`config.mk`:
```
export PLATFORM = sky130hd
export DESIGN_NAME = fsmc_regs_top
export DESIGN_NICKNAME = d
export VERILOG_FILES = /design/src/logic/bus_types_pkg.sv /design/src/logic/reg_map_pkg.sv /design/src/logic/bus_ctrl.sv /design/src/logic/bus_sync.sv /design/src/logic/fsmc_regs_top.sv /design/src/logic/reg_bank.sv
export SDC_FILE = /design/constraint.sdc
export NUM_CORES = 1
export LEC_CHECK = 0
export BUFFER_PORTS_ARGS = -buffer_cell sky130_fd_sc_hd__buf_2
export CORE_ASPECT_RATIO = 1.75
export CORE_MARGIN = 4
export CORE_UTILIZATION = 65
export CTS_CLUSTER_DIAMETER = 60
export DETAILED_ROUTE_END_ITERATION = 10
export PLACE_DENSITY_LB_ADDON = 0.08
export SLEW_MARGIN = 20
export SYNTH_ARGS = -nofsm -noshare
export SYNTH_HDL_FRONTEND = slang
export SYNTH_SLANG_ARGS = --single-unit
```
`constraint.sdc`:
```
create_clock -name clk -period 5.15 [get_ports clk]
set_input_delay 0.2575 -clock clk [delete_from_list [all_inputs] [get_ports clk]]
set_output_delay 0.2575 -clock clk [all_outputs]
set_load 0.05 [all_outputs]
```
`src/logic/bus_types_pkg.sv`:
```
`default_nettype none

// MCU side of the multiplexed address/data bus
package bus_types_pkg;

    // raw AD bus, address and data share these pins
    typedef logic [17:0] bus_word_t;

    // one synchronized view of the bus pins
    // levels and pulses line up on the same cycle
    typedef struct packed {
        bus_word_t ad;
        // strobe levels, active low
        logic      nadv;
        logic      nwe;
        logic      noe;
        // one-cycle edge pulses
        logic      nadv_rise;
        logic      nwe_rise;
        logic      noe_fall;
        logic      noe_rise;
    } bus_sample_t;

    // access FSM of the bus controller
    typedef enum logic [1:0] {
        ST_IDLE  = 2'd0,
        ST_ADDR  = 2'd1,
        ST_WRITE = 2'd2,
        ST_READ  = 2'd3
    } ctrl_state_t;

endpackage

`default_nettype wire

```
`src/logic/reg_map_pkg.sv`:
```
`default_nettype none

// register map seen through the bus
package reg_map_pkg;

    import bus_types_pkg::*;

    // one register word, low 16 bits of AD
    typedef logic [15:0] reg_data_t;

    // region code, address bits 17:16
    typedef logic [1:0] reg_region_t;

    // region 1 holds the register bank
    localparam reg_region_t REGION_REGS = 2'd1;

    // read-only identity at index 0
    localparam reg_data_t REG_ID_VALUE = 16'hA5C3;

    // request from the controller into the bank
    typedef struct packed {
        logic      wr_en;
        logic      rd_en;
        // full latched address, region and index both live here
        bus_word_t addr;
        reg_data_t wdata;
    } reg_req_t;

endpackage

`default_nettype wire

```
`src/logic/bus_ctrl.sv`:
```
`timescale 1ns/1ps
`default_nettype none

module bus_ctrl
    import bus_types_pkg::*;
    import reg_map_pkg::*;
(
    input  logic        clk,
    input  logic        rst,
    input  bus_sample_t sample,
    input  reg_data_t   rdata,
    output reg_req_t    req,
    output bus_word_t   ad_out,
    output logic        ad_oe
);

    ctrl_state_t state;
    // address from the last NADV phase
    bus_word_t   addr_q;
    // one cycle at read entry
    logic        rd_pulse;
    logic        wr_fire;
    logic        go_write;
    logic        go_read;

    // commit on NWE rise, unless a new address phase cut in
    assign wr_fire  = (state == ST_WRITE) && sample.nadv && sample.nwe_rise;
    // data phase only once NADV is back high
    assign go_write = (state == ST_ADDR) && sample.nadv && !sample.nwe;
    assign go_read  = (state == ST_ADDR) && sample.nadv && sample.nwe && sample.noe_fall;

    always_ff @(posedge clk) begin
        if (rst) begin
            state    <= ST_IDLE;
            addr_q   <= '0;
            ad_out   <= '0;
            ad_oe    <= 1'b0;
            rd_pulse <= 1'b0;
        end else begin
            rd_pulse <= 1'b0;
            // address capture on the NADV rising edge
            if (state == ST_ADDR && sample.nadv_rise) begin
                addr_q <= sample.ad;
            end
            case (state)
                ST_IDLE: begin
                    if (!sample.nadv) begin
                        state <= ST_ADDR;
                    end
                end
                ST_ADDR: begin
                    if (go_write) begin
                        state <= ST_WRITE;
                    end else if (go_read) begin
                        state    <= ST_READ;
                        rd_pulse <= 1'b1;
                        // snapshot, held for the whole NOE low time
                        ad_out   <= bus_word_t'(rdata);
                        ad_oe    <= 1'b1;
                    end
                end
                ST_WRITE: begin
                    // new address phase aborts, nothing written
                    if (!sample.nadv) begin
                        state <= ST_ADDR;
                    end else if (sample.nwe_rise) begin
                        state <= ST_IDLE;
                    end
                end
                ST_READ: begin
                    if (!sample.nadv) begin
                        state <= ST_ADDR;
                        ad_oe <= 1'b0;
                    end else if (sample.noe_rise) begin
                        state <= ST_IDLE;
                        ad_oe <= 1'b0;
                    end
                end
                default: begin
                    state <= ST_IDLE;
                end
            endcase
        end
    end

    always_comb begin
        req.wr_en = wr_fire;
        req.rd_en = rd_pulse;
        req.addr  = addr_q;
        // data rides on the low AD bits during the write phase
        req.wdata = sample.ad[15:0];
    end

    // never drive the bus while the MCU is writing
    a_no_oe_in_write: assert property (@(posedge clk) disable iff (rst)
        ad_oe |-> sample.nwe);

    // write and read requests are exclusive
    a_req_onehot: assert property (@(posedge clk) disable iff (rst)
        !(req.wr_en && req.rd_en));

endmodule

`default_nettype wire

```
`src/logic/bus_sync.sv`:
```
`timescale 1ns/1ps
`default_nettype none

module bus_sync
    import bus_types_pkg::*;
#(
    parameter int SYNC_STAGES = 2
) (
    input  logic        clk,
    input  logic        rst,
    input  logic        nadv,
    input  logic        nwe,
    input  logic        noe,
    input  bus_word_t   ad_in,
    output bus_sample_t sample
);

    // strobe chains where bit 0 sees the pin first
    logic [SYNC_STAGES-1:0] nadv_q;
    logic [SYNC_STAGES-1:0] nwe_q;
    logic [SYNC_STAGES-1:0] noe_q;
    // AD chain where entry 0 sees the pin first
    bus_word_t ad_q [SYNC_STAGES];

    // extra stage holding the previous level for edge compare
    logic nadv_d;
    logic nwe_d;
    logic noe_d;

    // registered edge pulses
    logic nadv_rise;
    logic nwe_rise;
    logic noe_fall;
    logic noe_rise;

    always_ff @(posedge clk) begin
        if (rst) begin
            // strobes idle high so no false edge leaves reset
            nadv_q    <= '1;
            nwe_q     <= '1;
            noe_q     <= '1;
            nadv_d    <= 1'b1;
            nwe_d     <= 1'b1;
            noe_d     <= 1'b1;
            nadv_rise <= 1'b0;
            nwe_rise  <= 1'b0;
            noe_fall  <= 1'b0;
            noe_rise  <= 1'b0;
        end else begin
            nadv_q <= {nadv_q[SYNC_STAGES-2:0], nadv};
            nwe_q  <= {nwe_q[SYNC_STAGES-2:0], nwe};
            noe_q  <= {noe_q[SYNC_STAGES-2:0], noe};
            nadv_d <= nadv_q[SYNC_STAGES-1];
            nwe_d  <= nwe_q[SYNC_STAGES-1];
            noe_d  <= noe_q[SYNC_STAGES-1];
            // pulse lands with the delayed level S+1 clocks after the pin
            nadv_rise <= nadv_q[SYNC_STAGES-1] & ~nadv_d;
            nwe_rise  <= nwe_q[SYNC_STAGES-1] & ~nwe_d;
            noe_fall  <= ~noe_q[SYNC_STAGES-1] & noe_d;
            noe_rise  <= noe_q[SYNC_STAGES-1] & ~noe_d;
        end
    end

    always_ff @(posedge clk) begin
        ad_q[0] <= ad_in;
        for (int i = 1; i < SYNC_STAGES; i++) begin
            ad_q[i] <= ad_q[i-1];
        end
    end

    always_comb begin
        sample.ad        = ad_q[SYNC_STAGES-1];
        // delayed copies serve as levels aligned with the pulses
        sample.nadv      = nadv_d;
        sample.nwe       = nwe_d;
        sample.noe       = noe_d;
        sample.nadv_rise = nadv_rise;
        sample.nwe_rise  = nwe_rise;
        sample.noe_fall  = noe_fall;
        sample.noe_rise  = noe_rise;
    end

endmodule

`default_nettype wire

```
`src/logic/fsmc_regs_top.sv`:
```
`timescale 1ns/1ps
`default_nettype none

module fsmc_regs_top
    import bus_types_pkg::*;
    import reg_map_pkg::*;
#(
    // power of two, 2 up to 256
    parameter int REG_COUNT   = 8,
    // 2 or 3
    parameter int SYNC_STAGES = 2
) (
    input  logic      clk,
    input  logic      rst,
    input  logic      nadv,
    input  logic      nwe,
    input  logic      noe,
    input  bus_word_t ad_in,
    output bus_word_t ad_out,
    output logic      ad_oe
);

    bus_sample_t sample;
    reg_req_t    req;
    reg_data_t   rdata;

    // pins into the clk domain
    bus_sync #(
        .SYNC_STAGES(SYNC_STAGES)
    ) u_sync (
        .clk   (clk),
        .rst   (rst),
        .nadv  (nadv),
        .nwe   (nwe),
        .noe   (noe),
        .ad_in (ad_in),
        .sample(sample)
    );

    bus_ctrl u_ctrl (
        .clk   (clk),
        .rst   (rst),
        .sample(sample),
        .rdata (rdata),
        .req   (req),
        .ad_out(ad_out),
        .ad_oe (ad_oe)
    );

    reg_bank #(
        .REG_COUNT(REG_COUNT)
    ) u_bank (
        .clk  (clk),
        .rst  (rst),
        .req  (req),
        .rdata(rdata)
    );

endmodule

`default_nettype wire

```
`src/logic/reg_bank.sv`:
```
`timescale 1ns/1ps
`default_nettype none

module reg_bank
    import reg_map_pkg::*;
#(
    parameter int REG_COUNT = 8
) (
    input  logic      clk,
    input  logic      rst,
    input  reg_req_t  req,
    output reg_data_t rdata
);

    localparam int IDX_W = $clog2(REG_COUNT);

    // index 0 is the identity word, not stored
    reg_data_t [REG_COUNT-1:1] regs;

    reg_region_t      region;
    logic [IDX_W-1:0] idx;
    logic             hit;
    logic             wr_ok;

    assign region = req.addr[17:16];
    assign idx    = req.addr[IDX_W-1:0];
    // bits between the index and the region must be clear
    assign hit    = (region == REGION_REGS) && (req.addr[15:IDX_W] == '0);
    // identity word is read-only
    assign wr_ok  = req.wr_en && hit && (idx != '0);

    always_ff @(posedge clk) begin
        if (rst) begin
            regs <= '0;
        end else if (wr_ok) begin
            regs[idx] <= req.wdata;
        end
    end

    // read path, combinational from the latched address
    always_comb begin
        if (!hit) begin
            rdata = '0;
        end else if (idx == '0) begin
            rdata = REG_ID_VALUE;
        end else begin
            rdata = regs[idx];
        end
    end

    // a write aimed at index 0 leaves the whole bank untouched
    a_id_read_only: assert property (@(posedge clk) disable iff (rst)
        (req.wr_en && idx == '0) |=> $stable(regs));

endmodule

`default_nettype wire

```
## After elaboration in Yosys (flattened, before gate mapping)

Memories as Yosys holds them, arrays and structs flattened.
Index checks and enable logic that the tools add are counted.
W data, S select, Z words.

- RAM bits: 36
- Memories kept: 1
- Output and inout bits: 19
- Word-level logic and storage cells: 83
- Bits in registers: 162
- Input bits: 23

- Reductions and logical operators: 20
- Magnitude comparators: 2
- Bitwise gates (word level): 9
- Muxes and demuxes: 20
- Equal/unequal tests: 10

Memory list:

| name | depth | width | rd ports | clocked after memory_dff | wr ports | line | source |
|---|---|---|---|---|---|---|---|
| u_sync.ad_q | 2 | 18 | 2 | 0 | 2 | bus_sync.sv:23 | `bus_word_t ad_q [SYNC_STAGES];` |

Operators by type and width:

| operator | count |
|---|---|
| $bwmux W112 | 1 |
| $mux W16 | 4 |
| $bmux W16 S3 | 1 |
| $demux W16 S3 | 1 |
| $mux W2 | 7 |
| $logic_not A13 Y1 | 1 |
| $logic_and A1 B1 Y1 | 11 |
| $pmux W2 S4 | 1 |
| $reduce_and A4 Y1 | 2 |
| $ne A3 B3 Y1 const B | 2 |
| $not A1 Y1 | 5 |
| $and A1 B1 Y1 | 4 |
| $eq A2 B1 Y1 const B | 2 |
| $eq A2 B2 Y1 const B | 2 |
| $lt A3 B4 Y1 const B | 1 |
| $mux W1 | 4 |
| $ne A2 B2 Y1 const B | 2 |
| $ge A3 B1 Y1 const B | 1 |
| $logic_not A3 Y1 | 1 |
| $ne A3 B1 Y1 const B | 1 |
| $reduce_and A3 Y1 | 1 |
| $reduce_bool A3 Y1 | 1 |
| $logic_not A2 Y1 | 1 |
| $ne A2 B1 Y1 const B | 1 |
| 3 further kinds | 3 |

## Depth between registers and ports, before layout

Gate-level depths: netlist (run 1).

- Depth in word-level cells: 7
- Gate-level depth with buffers: 8
- Gate-level depth less buffers: 4

## Cells and area by module

A second synthesis (run 1) with hierarchy kept.

- Cells, all modules: 792
- Area total of the unflattened synthesis: 8470.6 um2

By module, submodules not included:

| module | sequential area each (um2) | instances | area each (um2) | cells each |
|---|---|---|---|---|
| reg_bank | 2242.2 | 1 | 5507.8 | 514 |
| bus_ctrl | 760.7 | 1 | 1691.6 | 190 |
| bus_sync | 980.9 | 1 | 1271.2 | 88 |

## Worst setup path before layout (run 1)

OpenSTA, ideal clock, no wires.

- Path type: register -> register
- From: register u_ctrl.addr_q[6]
- To: register u_bank.regs[21] in the netlist's numbering
- Cell stages (with the launch flop): 7
- Setup slack: 2.829 ns
- Setup time: 0.125 ns
- Buffers on the path: 2
- Clock period less this slack: 2.321 ns
- Data required time: 5.025 ns
- Arrival: 2.196 ns
- Path through: dfxtp_1 or4_1 or4b_4 or4_1 buf_6 buf_12 mux2i_1

- Longest elaborated chain between the ends: 4

RTL lines:

| element | line | source |
|---|---|---|
| from (decl) | bus_ctrl.sv:19 | `bus_word_t addr_q;` |
| from (signal assigned) | bus_ctrl.sv:43 | `addr_q <= sample.ad;` |
| $logic_not A13 Y1 | reg_bank.sv:28 | `assign hit = (region == REGION_REGS) && (req.addr[15:IDX_W] == '0);` |
| $logic_and A1 B1 Y1 | reg_bank.sv:28 |  |
| $logic_and A1 B1 Y1 (2 in a row) | reg_bank.sv:30 | `assign wr_ok = req.wr_en && hit && (idx != '0);` |
| to (signal, indexed assignment) | reg_bank.sv:36 | `regs[idx] <= req.wdata;` |
| to (decl) | reg_bank.sv:18 | `reg_data_t [REG_COUNT-1:1] regs;` |

No other way between the ends.
A chain may end at the register's enable or synchronous reset.

## Worst setup path after layout (run 1)

- From: register u_ctrl.addr_q[0]
- To: register u_bank.regs[100] in the netlist's numbering

- Longest elaborated chain between the ends: 5
- Elaborated cells on any way between the ends: 8
- Classes of those cells: 2 x order compare; 3 x mux; 3 x reduce/logical

RTL lines:

| element | line |
|---|---|
| $lt A3 B4 Y1 (not written as such) / $ge A3 B1 Y1 (equally long branches) | reg_bank.sv:36 |
| $logic_and A1 B1 Y1 (not written as such) | reg_bank.sv:36 |
| $mux W16 (not written as such) | reg_bank.sv:36 |
| $demux W16 S3 | n/a |
| $bwmux W112 | reg_bank.sv:36 |

Several ways; a longest one is shown, not always the timed one.

==> results of run 1 <==
## placed cells by master (no fill, tap or decap), types with 3 or more instances in the layout
cell / netlist / layout
inv_1: 3 / 3
mux2i_1: 139 / 139
dlygate4sd3_1: 0 / 21
o22ai_1: 4 / 4
or4_1: 6 / 6
nor3b_1: 8 / 8
clkbuf_16: 0 / 17
a22o_1: 14 / 14
nor2_1: 10 / 10
or2_2: 10 / 10
nand2b_1: 123 / 123
a21oi_1: 23 / 23
buf_4: 3 / 9
nand4_1: 4 / 4
nor3_1: 3 / 3
a221oi_1: 12 / 12
nor4_1: 3 / 3
mux2_2: 10 / 10
inv_6: 0 / 3
clkinv_2: 0 / 3
nand2_1: 46 / 46
buf_2: 5 / 38
inv_8: 0 / 4
o31ai_1: 4 / 4
a211oi_1: 6 / 6
or2b_1: 8 / 8
dfxtp_1: 198 / 197
nor2b_1: 9 / 9
## flip-flops by register name, indices dropped and copies added (netlist names)
register and cells:
u_bank.regs 112, u_ctrl.ad_oe 1, u_ctrl.ad_out 16, u_ctrl.addr_q 18
u_ctrl.state 2, u_sync.ad_q 36, u_sync.nadv_d 1, u_sync.nadv_q 2
u_sync.nadv_rise 1, u_sync.noe_d 1, u_sync.noe_fall 1, u_sync.noe_q 2
u_sync.noe_rise 1, u_sync.nwe_d 1, u_sync.nwe_q 2, u_sync.nwe_rise 1
## metrics by stage
| stage | total power [uW] | worst slack, ns | cell area [um2] | util | cells |
|---|---|---|---|---|---|
| 2_1_floorplan | 1640 | 2.83 | 7850 | - | 731 |
| 3_3_place_gp | 1660 | 2.31 | 7950 | 0.678 | 858 |
| 3_5_place_dp | 1660 | 2.28 | 7950 | 0.678 | 858 |
| 4_1_cts | 2970 | 2.24 | 8750 | 0.747 | 911 |
| 5_1_grt | 3040 | 2.07 | 8750 | 0.747 | 911 |
| 6_report | 2950 | 2.20 | 8750 | 0.747 | 911 |
## layout make-up
cell class	count	share of cell area
flip-flops and latches	198	0.453
multi-input cells	475	0.405
repair buffers	68	0.0535
clock buffers	17	0.0486
well taps	135	0.0193
clock inverters	15	0.0189
inverters	3	0.00129
## path summary, 6_finish.rpt
path / startpoint / cells past startpoint / slack, ns / to
worst max register to register: u_ctrl.addr_q[0] / 4 / 2.20 / u_bank.regs[100]
worst min register to register: u_sync.ad_q[0][13] / 0 / 0.33 / u_sync.ad_q[0][31]
worst max-delay path: u_ctrl.addr_q[0] / 4 / 2.20 / u_bank.regs[100]
worst min-delay path: u_sync.ad_q[0][13] / 0 / 0.33 / u_sync.ad_q[0][31]
## critical path: cells and delay by family (launching register included)
kind          cells  cell delay (ns)
flops             1             0.85
simple gates      3             1.62
mux               1             0.39
## power by group through the flow
stage / logic (uW) / registers [uW] / clock network [uW]
detailed placement: 67.9 / 1590 / 0
global route: 88.1 / 1560 / 1390
finish: 80.7 / 1560 / 1310
global placement: 66.1 / 1590 / 0
floorplan: 49.2 / 1590 / 0
CTS: 80.1 / 1560 / 1330
## Yosys cell counts, types with 3 or more instances
| master | count | share of area |
|---|---|---|
| mux2i_1 | 139 | 0.18 |
| buf_12 | 4 | 0.010 |
| or2_2 | 10 | 0.0080 |
| nor3_1 | 3 | 0.0019 |
| o31ai_1 | 4 | 0.0038 |
| or2b_1 | 8 | 0.0077 |
| nor2_1 | 10 | 0.0048 |
| nor3b_1 | 8 | 0.0077 |
| a22o_1 | 14 | 0.016 |
| a221oi_1 | 12 | 0.013 |
| buf_2 | 5 | 0.0032 |
| nand2b_1 | 123 | 0.098 |
| a21oi_1 | 23 | 0.015 |
| o22ai_1 | 4 | 0.0032 |
| inv_1 | 3 | 0.0014 |
| nor4_1 | 3 | 0.0024 |
| buf_1 | 5 | 0.0024 |
| nor2b_1 | 9 | 0.0072 |
| buf_6 | 5 | 0.0072 |
| mux2_2 | 10 | 0.014 |
| nand4_1 | 4 | 0.0032 |
| or4_1 | 6 | 0.0057 |
| nand2_1 | 46 | 0.022 |
| a211oi_1 | 6 | 0.0057 |
| clkbuf_1 | 32 | 0.015 |
| buf_4 | 3 | 0.0029 |
| dfxtp_1 | 198 | 0.51 |
## metal layers
layer	GRT usage	wire [um]	vias to the layer above
li1	-	-	2592
met1	0.296	6900	2652
met2	0.451	9250	141
met3	0.0443	674	43
met4	0.137	572	0
met5	0	0	-
## kinds of logic (layout without fill, tap and decap cells)
| kind of cell | count (synthesis) | after routing | synth area share |
|---|---|---|---|
| mux | 149 | 149 | 0.192 |
| simple gates | 245 | 245 | 0.185 |
| other cells | 1 | 2 | 0.000478 |
| compound gates | 79 | 79 | 0.0734 |
| buf+inv | 58 | 103 | 0.0437 |
| flops | 198 | 198 | 0.505 |
==> impl_summary.md, run 1 <==
Worst setup path
The critical path goes through nor3_1, or4b_4, or4_1, mux2i_1. The category of the most critical setup path is flip-flop to flip-flop. The longest individual stage delay on the worst path is 0.93 ns. STA classifies the critical path startpoint as a flip-flop. Among all stages on the critical path, the largest delay is contributed by or4_1. STA classifies the critical path endpoint as a flip-flop. The peak fanout along the critical path is 24. For the worst setup path, the data arrival time is 3.28 ns. STA puts the critical path data required time at 5.47 ns.

Timing
The max-slew violation count was 0. Setup repair after global routing left no endpoint under its margin. Of the available clock period, the critical path in the final layout requires 0.573. Summed over all failing endpoints, the final setup total negative slack is 0 ns. The maximum clock skew at final layout is 0.00988 ns. In this run the tightest slew margin relative to its limit is 0.238.

The clock period minus final worst setup slack is about 3 ns. Setup violations remaining at the end of the flow were counted as 0. At the pin with the least slew margin, the transition time is between 1 and 1.5 ns. Timing would allow up to 339 MHz.

The worst hold slack across all endpoints is 0.328 ns. The number of hold-slack violations in the final timing report is 0.

Floorplan
The total area inside the core boundary comes to 11700 um2. The horizontal die dimension is 91.0 um. The I/O pin count is 42. The number of rows in the core area is 52. The starting density of the core is 0.670. The die is approximately 150 um tall. The area of the die is between 10000 and 15000 um2.

Global routing
The number of global-route vias before repair is 5729. The pin count of the biggest net entering global routing is 99. The first global-routing pass estimated 28700 um of wire. The initial antenna violation count is 0. The total global routing overflow is 0.

Across every metal layer, demand over resource in global routing totals 0.258.

Run status
The flow ran to the end, and the final reports show no timing, DRC or antenna violations.

Finish
Summing all multi-input logic gate instances after layout gives 3540 um2. The number of antenna repair diodes is 0. Compared with the post-synthesis result, the final layout area differs by 11.5%. Fill cells in the final layout number 822. The net count of the finished layout is 786. The area taken by flip-flops and latches is 3970 um2. The proportion of layout cells with a drive suffix above 1 is 0.137.

Power
The share of total power dissipated in combinational logic is 0.027. The share of power burned in the clock network is 0.445. The switching share of power is 0.227. Of the total power, registers draw 0.528. The static leakage is 0.00382 uW. The total internal power is 2280 uW. The analysis attributes to net switching a power of 670 uW. The power density normalized to cell area is 337 nW/um2. VDD sags by at most 0.289 mV.

Route
The count of TritonRoute iterations in the first routing pass is 5. After detailed routing, the number of remaining DRC violations is 0. The number of design-rule violations left by the first detailed-router iteration is 321. The via total after detailed routing is 5428. The routed design has 17400 um of wire. In this run the remaining antenna-violating nets after routing total 0. Using the TritonRoute via totals, the vias-per-cell ratio works out to 5.96.

The routed wirelength normalized by instance count is 19.1 um.

Synth
For this run, asynchronously set or reset flops after synthesis account for 0. The number of synthesized flops with an enable pin is 0. The most used flip-flop cell after synthesis is dfxtp_1. After synthesis the cells add up to between 7000 and 8000 um2. Synthesis handed over a netlist of 730 instances. The synthesized design contains 198 register bits. The share of the Yosys chip area taken by registers is 0.505.

The Yosys step of the flow raised 0 warnings. The post-synthesis average cell area is 10.7 um2. Synthesis instantiated 50 different standard cells from the library.

Clock network
The H-tree was split into 4 levels. The longest clock path from root to sink contains 2 buffers. The number of clock sinks seen by CTS is 198. The clock transition at the register clock pins on the worst setup and hold paths after CTS is 0.07 ns. The total setup buffers inserted after CTS is 0. TritonCTS built the clock tree. The number of clock buffers added by TritonCTS is 17.

The cts-stage hold buffer count is 21. Clock latency on the worst-skew pair, taken at its later pin, is 0.42 ns. The cell at the root of the clock tree is clkbuf_16. The number of cells upsized or downsized after cts is 0.

Flow run
The number of max-cap violations is 0.

Place
The half-perimeter wire length of the detailed placement result is 11300 um. Routability-driven placement finished with a final weighted congestion of 0.812. The number of input and output port buffers inserted is 39.

Hold path
The tightest min-delay check is of the flip-flop to flip-flop type.
Power figures use the tool's default switching activity.
==> inputs of run 2 (changes only) <==
--- a/config.mk
+++ b/config.mk
@@ -5,10 +5,11 @@
 export SDC_FILE = /design/constraint.sdc
 export NUM_CORES = 1
 export LEC_CHECK = 0
+export ABC_AREA = 1
 export BUFFER_PORTS_ARGS = -buffer_cell sky130_fd_sc_hd__buf_2
 export CORE_ASPECT_RATIO = 1.75
 export CORE_MARGIN = 4
-export CORE_UTILIZATION = 65
+export CORE_UTILIZATION = 55
 export CTS_CLUSTER_DIAMETER = 60
 export DETAILED_ROUTE_END_ITERATION = 10
 export PLACE_DENSITY_LB_ADDON = 0.08
==> constraint.sdc (replaced) <==
create_clock -name clk -period 2.7 [get_ports clk]
set_input_delay 0.135 -clock clk [delete_from_list [all_inputs] [get_ports clk]]
set_output_delay 0.135 -clock clk [all_outputs]
set_load 0.05 [all_outputs]
==> impl_summary.md, run 2 <==
Run status
The run finished with clean final reports.

Synth
Synthesis inferred 198 register bits. The post-synthesis average cell area is 6.47 um2. The cell area after synthesis is 8330 um2. Synthesis produced a netlist whose cell count is 1287.

The proportion of synthesized chip area in sequential cells is 0.476. For this run, asynchronously set or reset flops after synthesis account for 0. The most common cell in the synthesized netlist is nand2_1. The Yosys warning count is 0.

Of the post-synthesis cell area, the dominant cell type holds 0.476. In the post-synthesis netlist, the biggest area contributors are dfxtp_1 (48%), nand2_1 (20%), nor2_1 (13%). The most used flip-flop cell after synthesis is dfxtp_1. The number of synthesized flops with an enable pin is 0.

The synthesized design spends more area on one cell type than any other, namely dfxtp_1. Counting distinct cell types in the post-synthesis netlist gives 22. After synthesis, the most frequently instantiated cells are nand2_1 (449), nor2_1 (281), dfxtp_1 (198).

Floorplan
The initialized floorplan defines 59 standard-cell rows. The I/O pin count is 42. The starting density of the core is 0.562. The die is 101 um wide. The floorplan step set the die height to 171 um. The core region is 14800 um2. The area of the die is between 15000 and 20000 um2.

Timing
After layout, the worst setup slack is 0.400 ns. At the pin with the least slew margin, the transition time is 0.863 ns. The final sum of negative setup slack is 0 ns. The clock period minus final worst setup slack is roughly 2.3 ns. The max-slew violation count is 0. Setup repair after global routing left no endpoint under its margin. The number of hold-slack violations in the final timing report was 0. The maximum clock skew at final layout is about 0.015 ns. The total setup violations reported at the end of the flow is 0. Final hold analysis gives a worst-case slack of 0.224 ns. The worst max-slew margin expressed relative to the limit is 0.423. Timing would allow up to approximately 430 MHz. Of the available clock period, the critical path in the final layout requires 0.852.

Hold path
The startpoint of the lowest-slack hold path is rst. The path type of the worst min-delay path is primary input to flip-flop. The worst hold path depth is 2. The end of the worst hold path is u_sync.noe_fall.

Route
After detailed routing, the average wire length per cell comes to 14.7 um. In this run the remaining antenna-violating nets after routing total 0. The routed design has 22200 um of wire.

After detailed routing, the number of remaining DRC violations is 0. The via total after detailed routing is 7534. The count of TritonRoute iterations in the first routing pass is 5. The number of design-rule violations left by the first detailed-router iteration is 466.

The via density per instance is 5.00.

Finish
More flip-flops sit in one register than any other, and that register is u_bank.regs. The final layout contains 1333 nets. The library cell used most frequently in the layout, excluding fill and tap cells, is nand2_1. The number of antenna repair diodes is 0.

The number of flip-flops under the largest register name is 112. The largest registers in the layout are u_bank.regs x112, u_sync.ad_q x36, u_ctrl.addr_q x18. The library cells used most frequently in the layout, excluding fill and tap cells, are nand2_1 (449), nor2_1 (281), dfxtp_1 (197), inv_1 (135), buf_2 (39). The layout has roughly 1400 filler cells. The area growth from synthesis to final layout is 13.7%. The proportion of layout cells with a drive suffix above 1 is 0.0786.

Worst setup path
The longest individual stage delay on the worst path is 0.53 ns. For the worst setup path, the data arrival time is 2.62 ns. Walking the worst path, the cells encountered are clkinv_1, buf_12, nor2_1, nand2_1, nor2_1, nor2_1. The cell count of the worst reg-to-reg path is 6. The worst register-to-register path has a setup slack of 0.40 ns.

The critical path runs through a total of 6 cells. The cell family with the largest share of critical-path delay is simple AND/OR/NAND/NOR gates. In this design, the critical path's most frequently occurring cell is nor2_1.

The worst register-to-register path ends at u_bank.regs[0]. Together, buffers and inverters on the worst path number 2. The critical path required time is approximately 3 ns. The reg-to-reg startpoint is u_ctrl.addr_q[0]. The worst setup path is launched from a flip-flop. The peak fanout along the critical path is 38. The critical path is of the flip-flop to flip-flop type.

STA classifies the critical path endpoint as a flip-flop. The slowest stage cell on the critical path is dfxtp_2.

Clock network
The depth of the CTS H-tree is 4. Buffers inserted during clock tree synthesis total 17. In this run the clock root is driven by a clkbuf_16. The clock drives 198 sinks. The number of cells upsized or downsized after cts is 0. After clock tree synthesis, the clock-pin slew on the worst setup and hold paths is ~0.08 ns.

The maximum root-to-sink buffer count is 2. TritonCTS built the clock tree. The clock latency on the worst-skew pair is about 0.43 ns.

The total setup buffers inserted after CTS is 0.

Power
The power density normalized to cell area is about 600 nW/um2. The static leakage is 0.00484 uW. The completed layout was analyzed and its total power is around 5800 uW. IR analysis of the VDD net gives a maximum drop of 0.425 mV.

Flow run
The number of max-cap violations is 0.

Place
Before CTS, the worst setup slack after placement is 0.448 ns. The number of input and output port buffers inserted is 39. The half-perimeter wire length of the detailed placement result is 14400 um. At the end of routability-driven placement, the weighted congestion stood at between 0.8 and 0.9.

Global routing
The total global routing overflow is 0. The initial antenna violation count is 0. The pin count of the biggest net entering global routing is 124.

The aggregate global-route resource usage is 0.262. The first global-routing pass estimated 35500 um of wire. The number of global-route vias before repair was between 6000 and 7000.
[run 2: through the flow]
step	util	cell area, um2	cells
floorplan	-	8340	1288
global placement	0.581	8620	1453
detailed placement	0.581	8620	1453
CTS	0.638	9470	1506
global route	0.638	9470	1506
finish	0.638	9470	1506
[run 2: cell type report]
type,instances,area [um2],area share
repair buffers,79,586,0.0618
flip-flops and latches,198,3970,0.419
inverters,138,519,0.0548
multi-input cells,876,3530,0.373
well taps,183,229,0.0242
clock buffers,18,439,0.0464
clock inverters,14,205,0.0217
[run 2: what timing repair did]
action,4_1_cts,5_1_grt
endpoints found under the setup margin,0,0
hold endpoints to repair,21,0
hold buffers,21,0
[run 2: worst max path at each step]
stage                     start               end  slack (ns)
2_1_floorplan  u_ctrl.addr_q[1]   u_bank.regs[93]        1.11
6_report       u_ctrl.addr_q[0]    u_bank.regs[0]        0.40
5_1_grt        u_ctrl.addr_q[0]    u_bank.regs[1]        0.19
3_5_place_dp   u_ctrl.addr_q[0]   u_bank.regs[75]        0.45
3_3_place_gp   u_ctrl.addr_q[1]  u_bank.regs[108]        0.47
4_1_cts        u_ctrl.addr_q[0]   u_bank.regs[75]        0.44
[run 2: kinds of logic after synthesis]
family | synth area share
simple gates | 0.384
buf+inv | 0.101
flops | 0.476
compound gates | 0.0384
other cells | 0.000450
[run 2: power by group]
group	internal (uW)	leakage [uW]	switching [uW]
registers	2950	0.00161	50.6
logic	46.3	0.00292	71.1
clock network	1460	0.000314	1260
[run 2: routing by layer]
metal | vias up | part of all wire | track usage
li1 | 3888 | - | -
met1 | 3412 | 0.42 | 0.319
met2 | 191 | 0.50 | 0.462
met3 | 43 | 0.044 | 0.0335
met4 | 0 | 0.029 | 0.104
met5 | - | 0 | 0
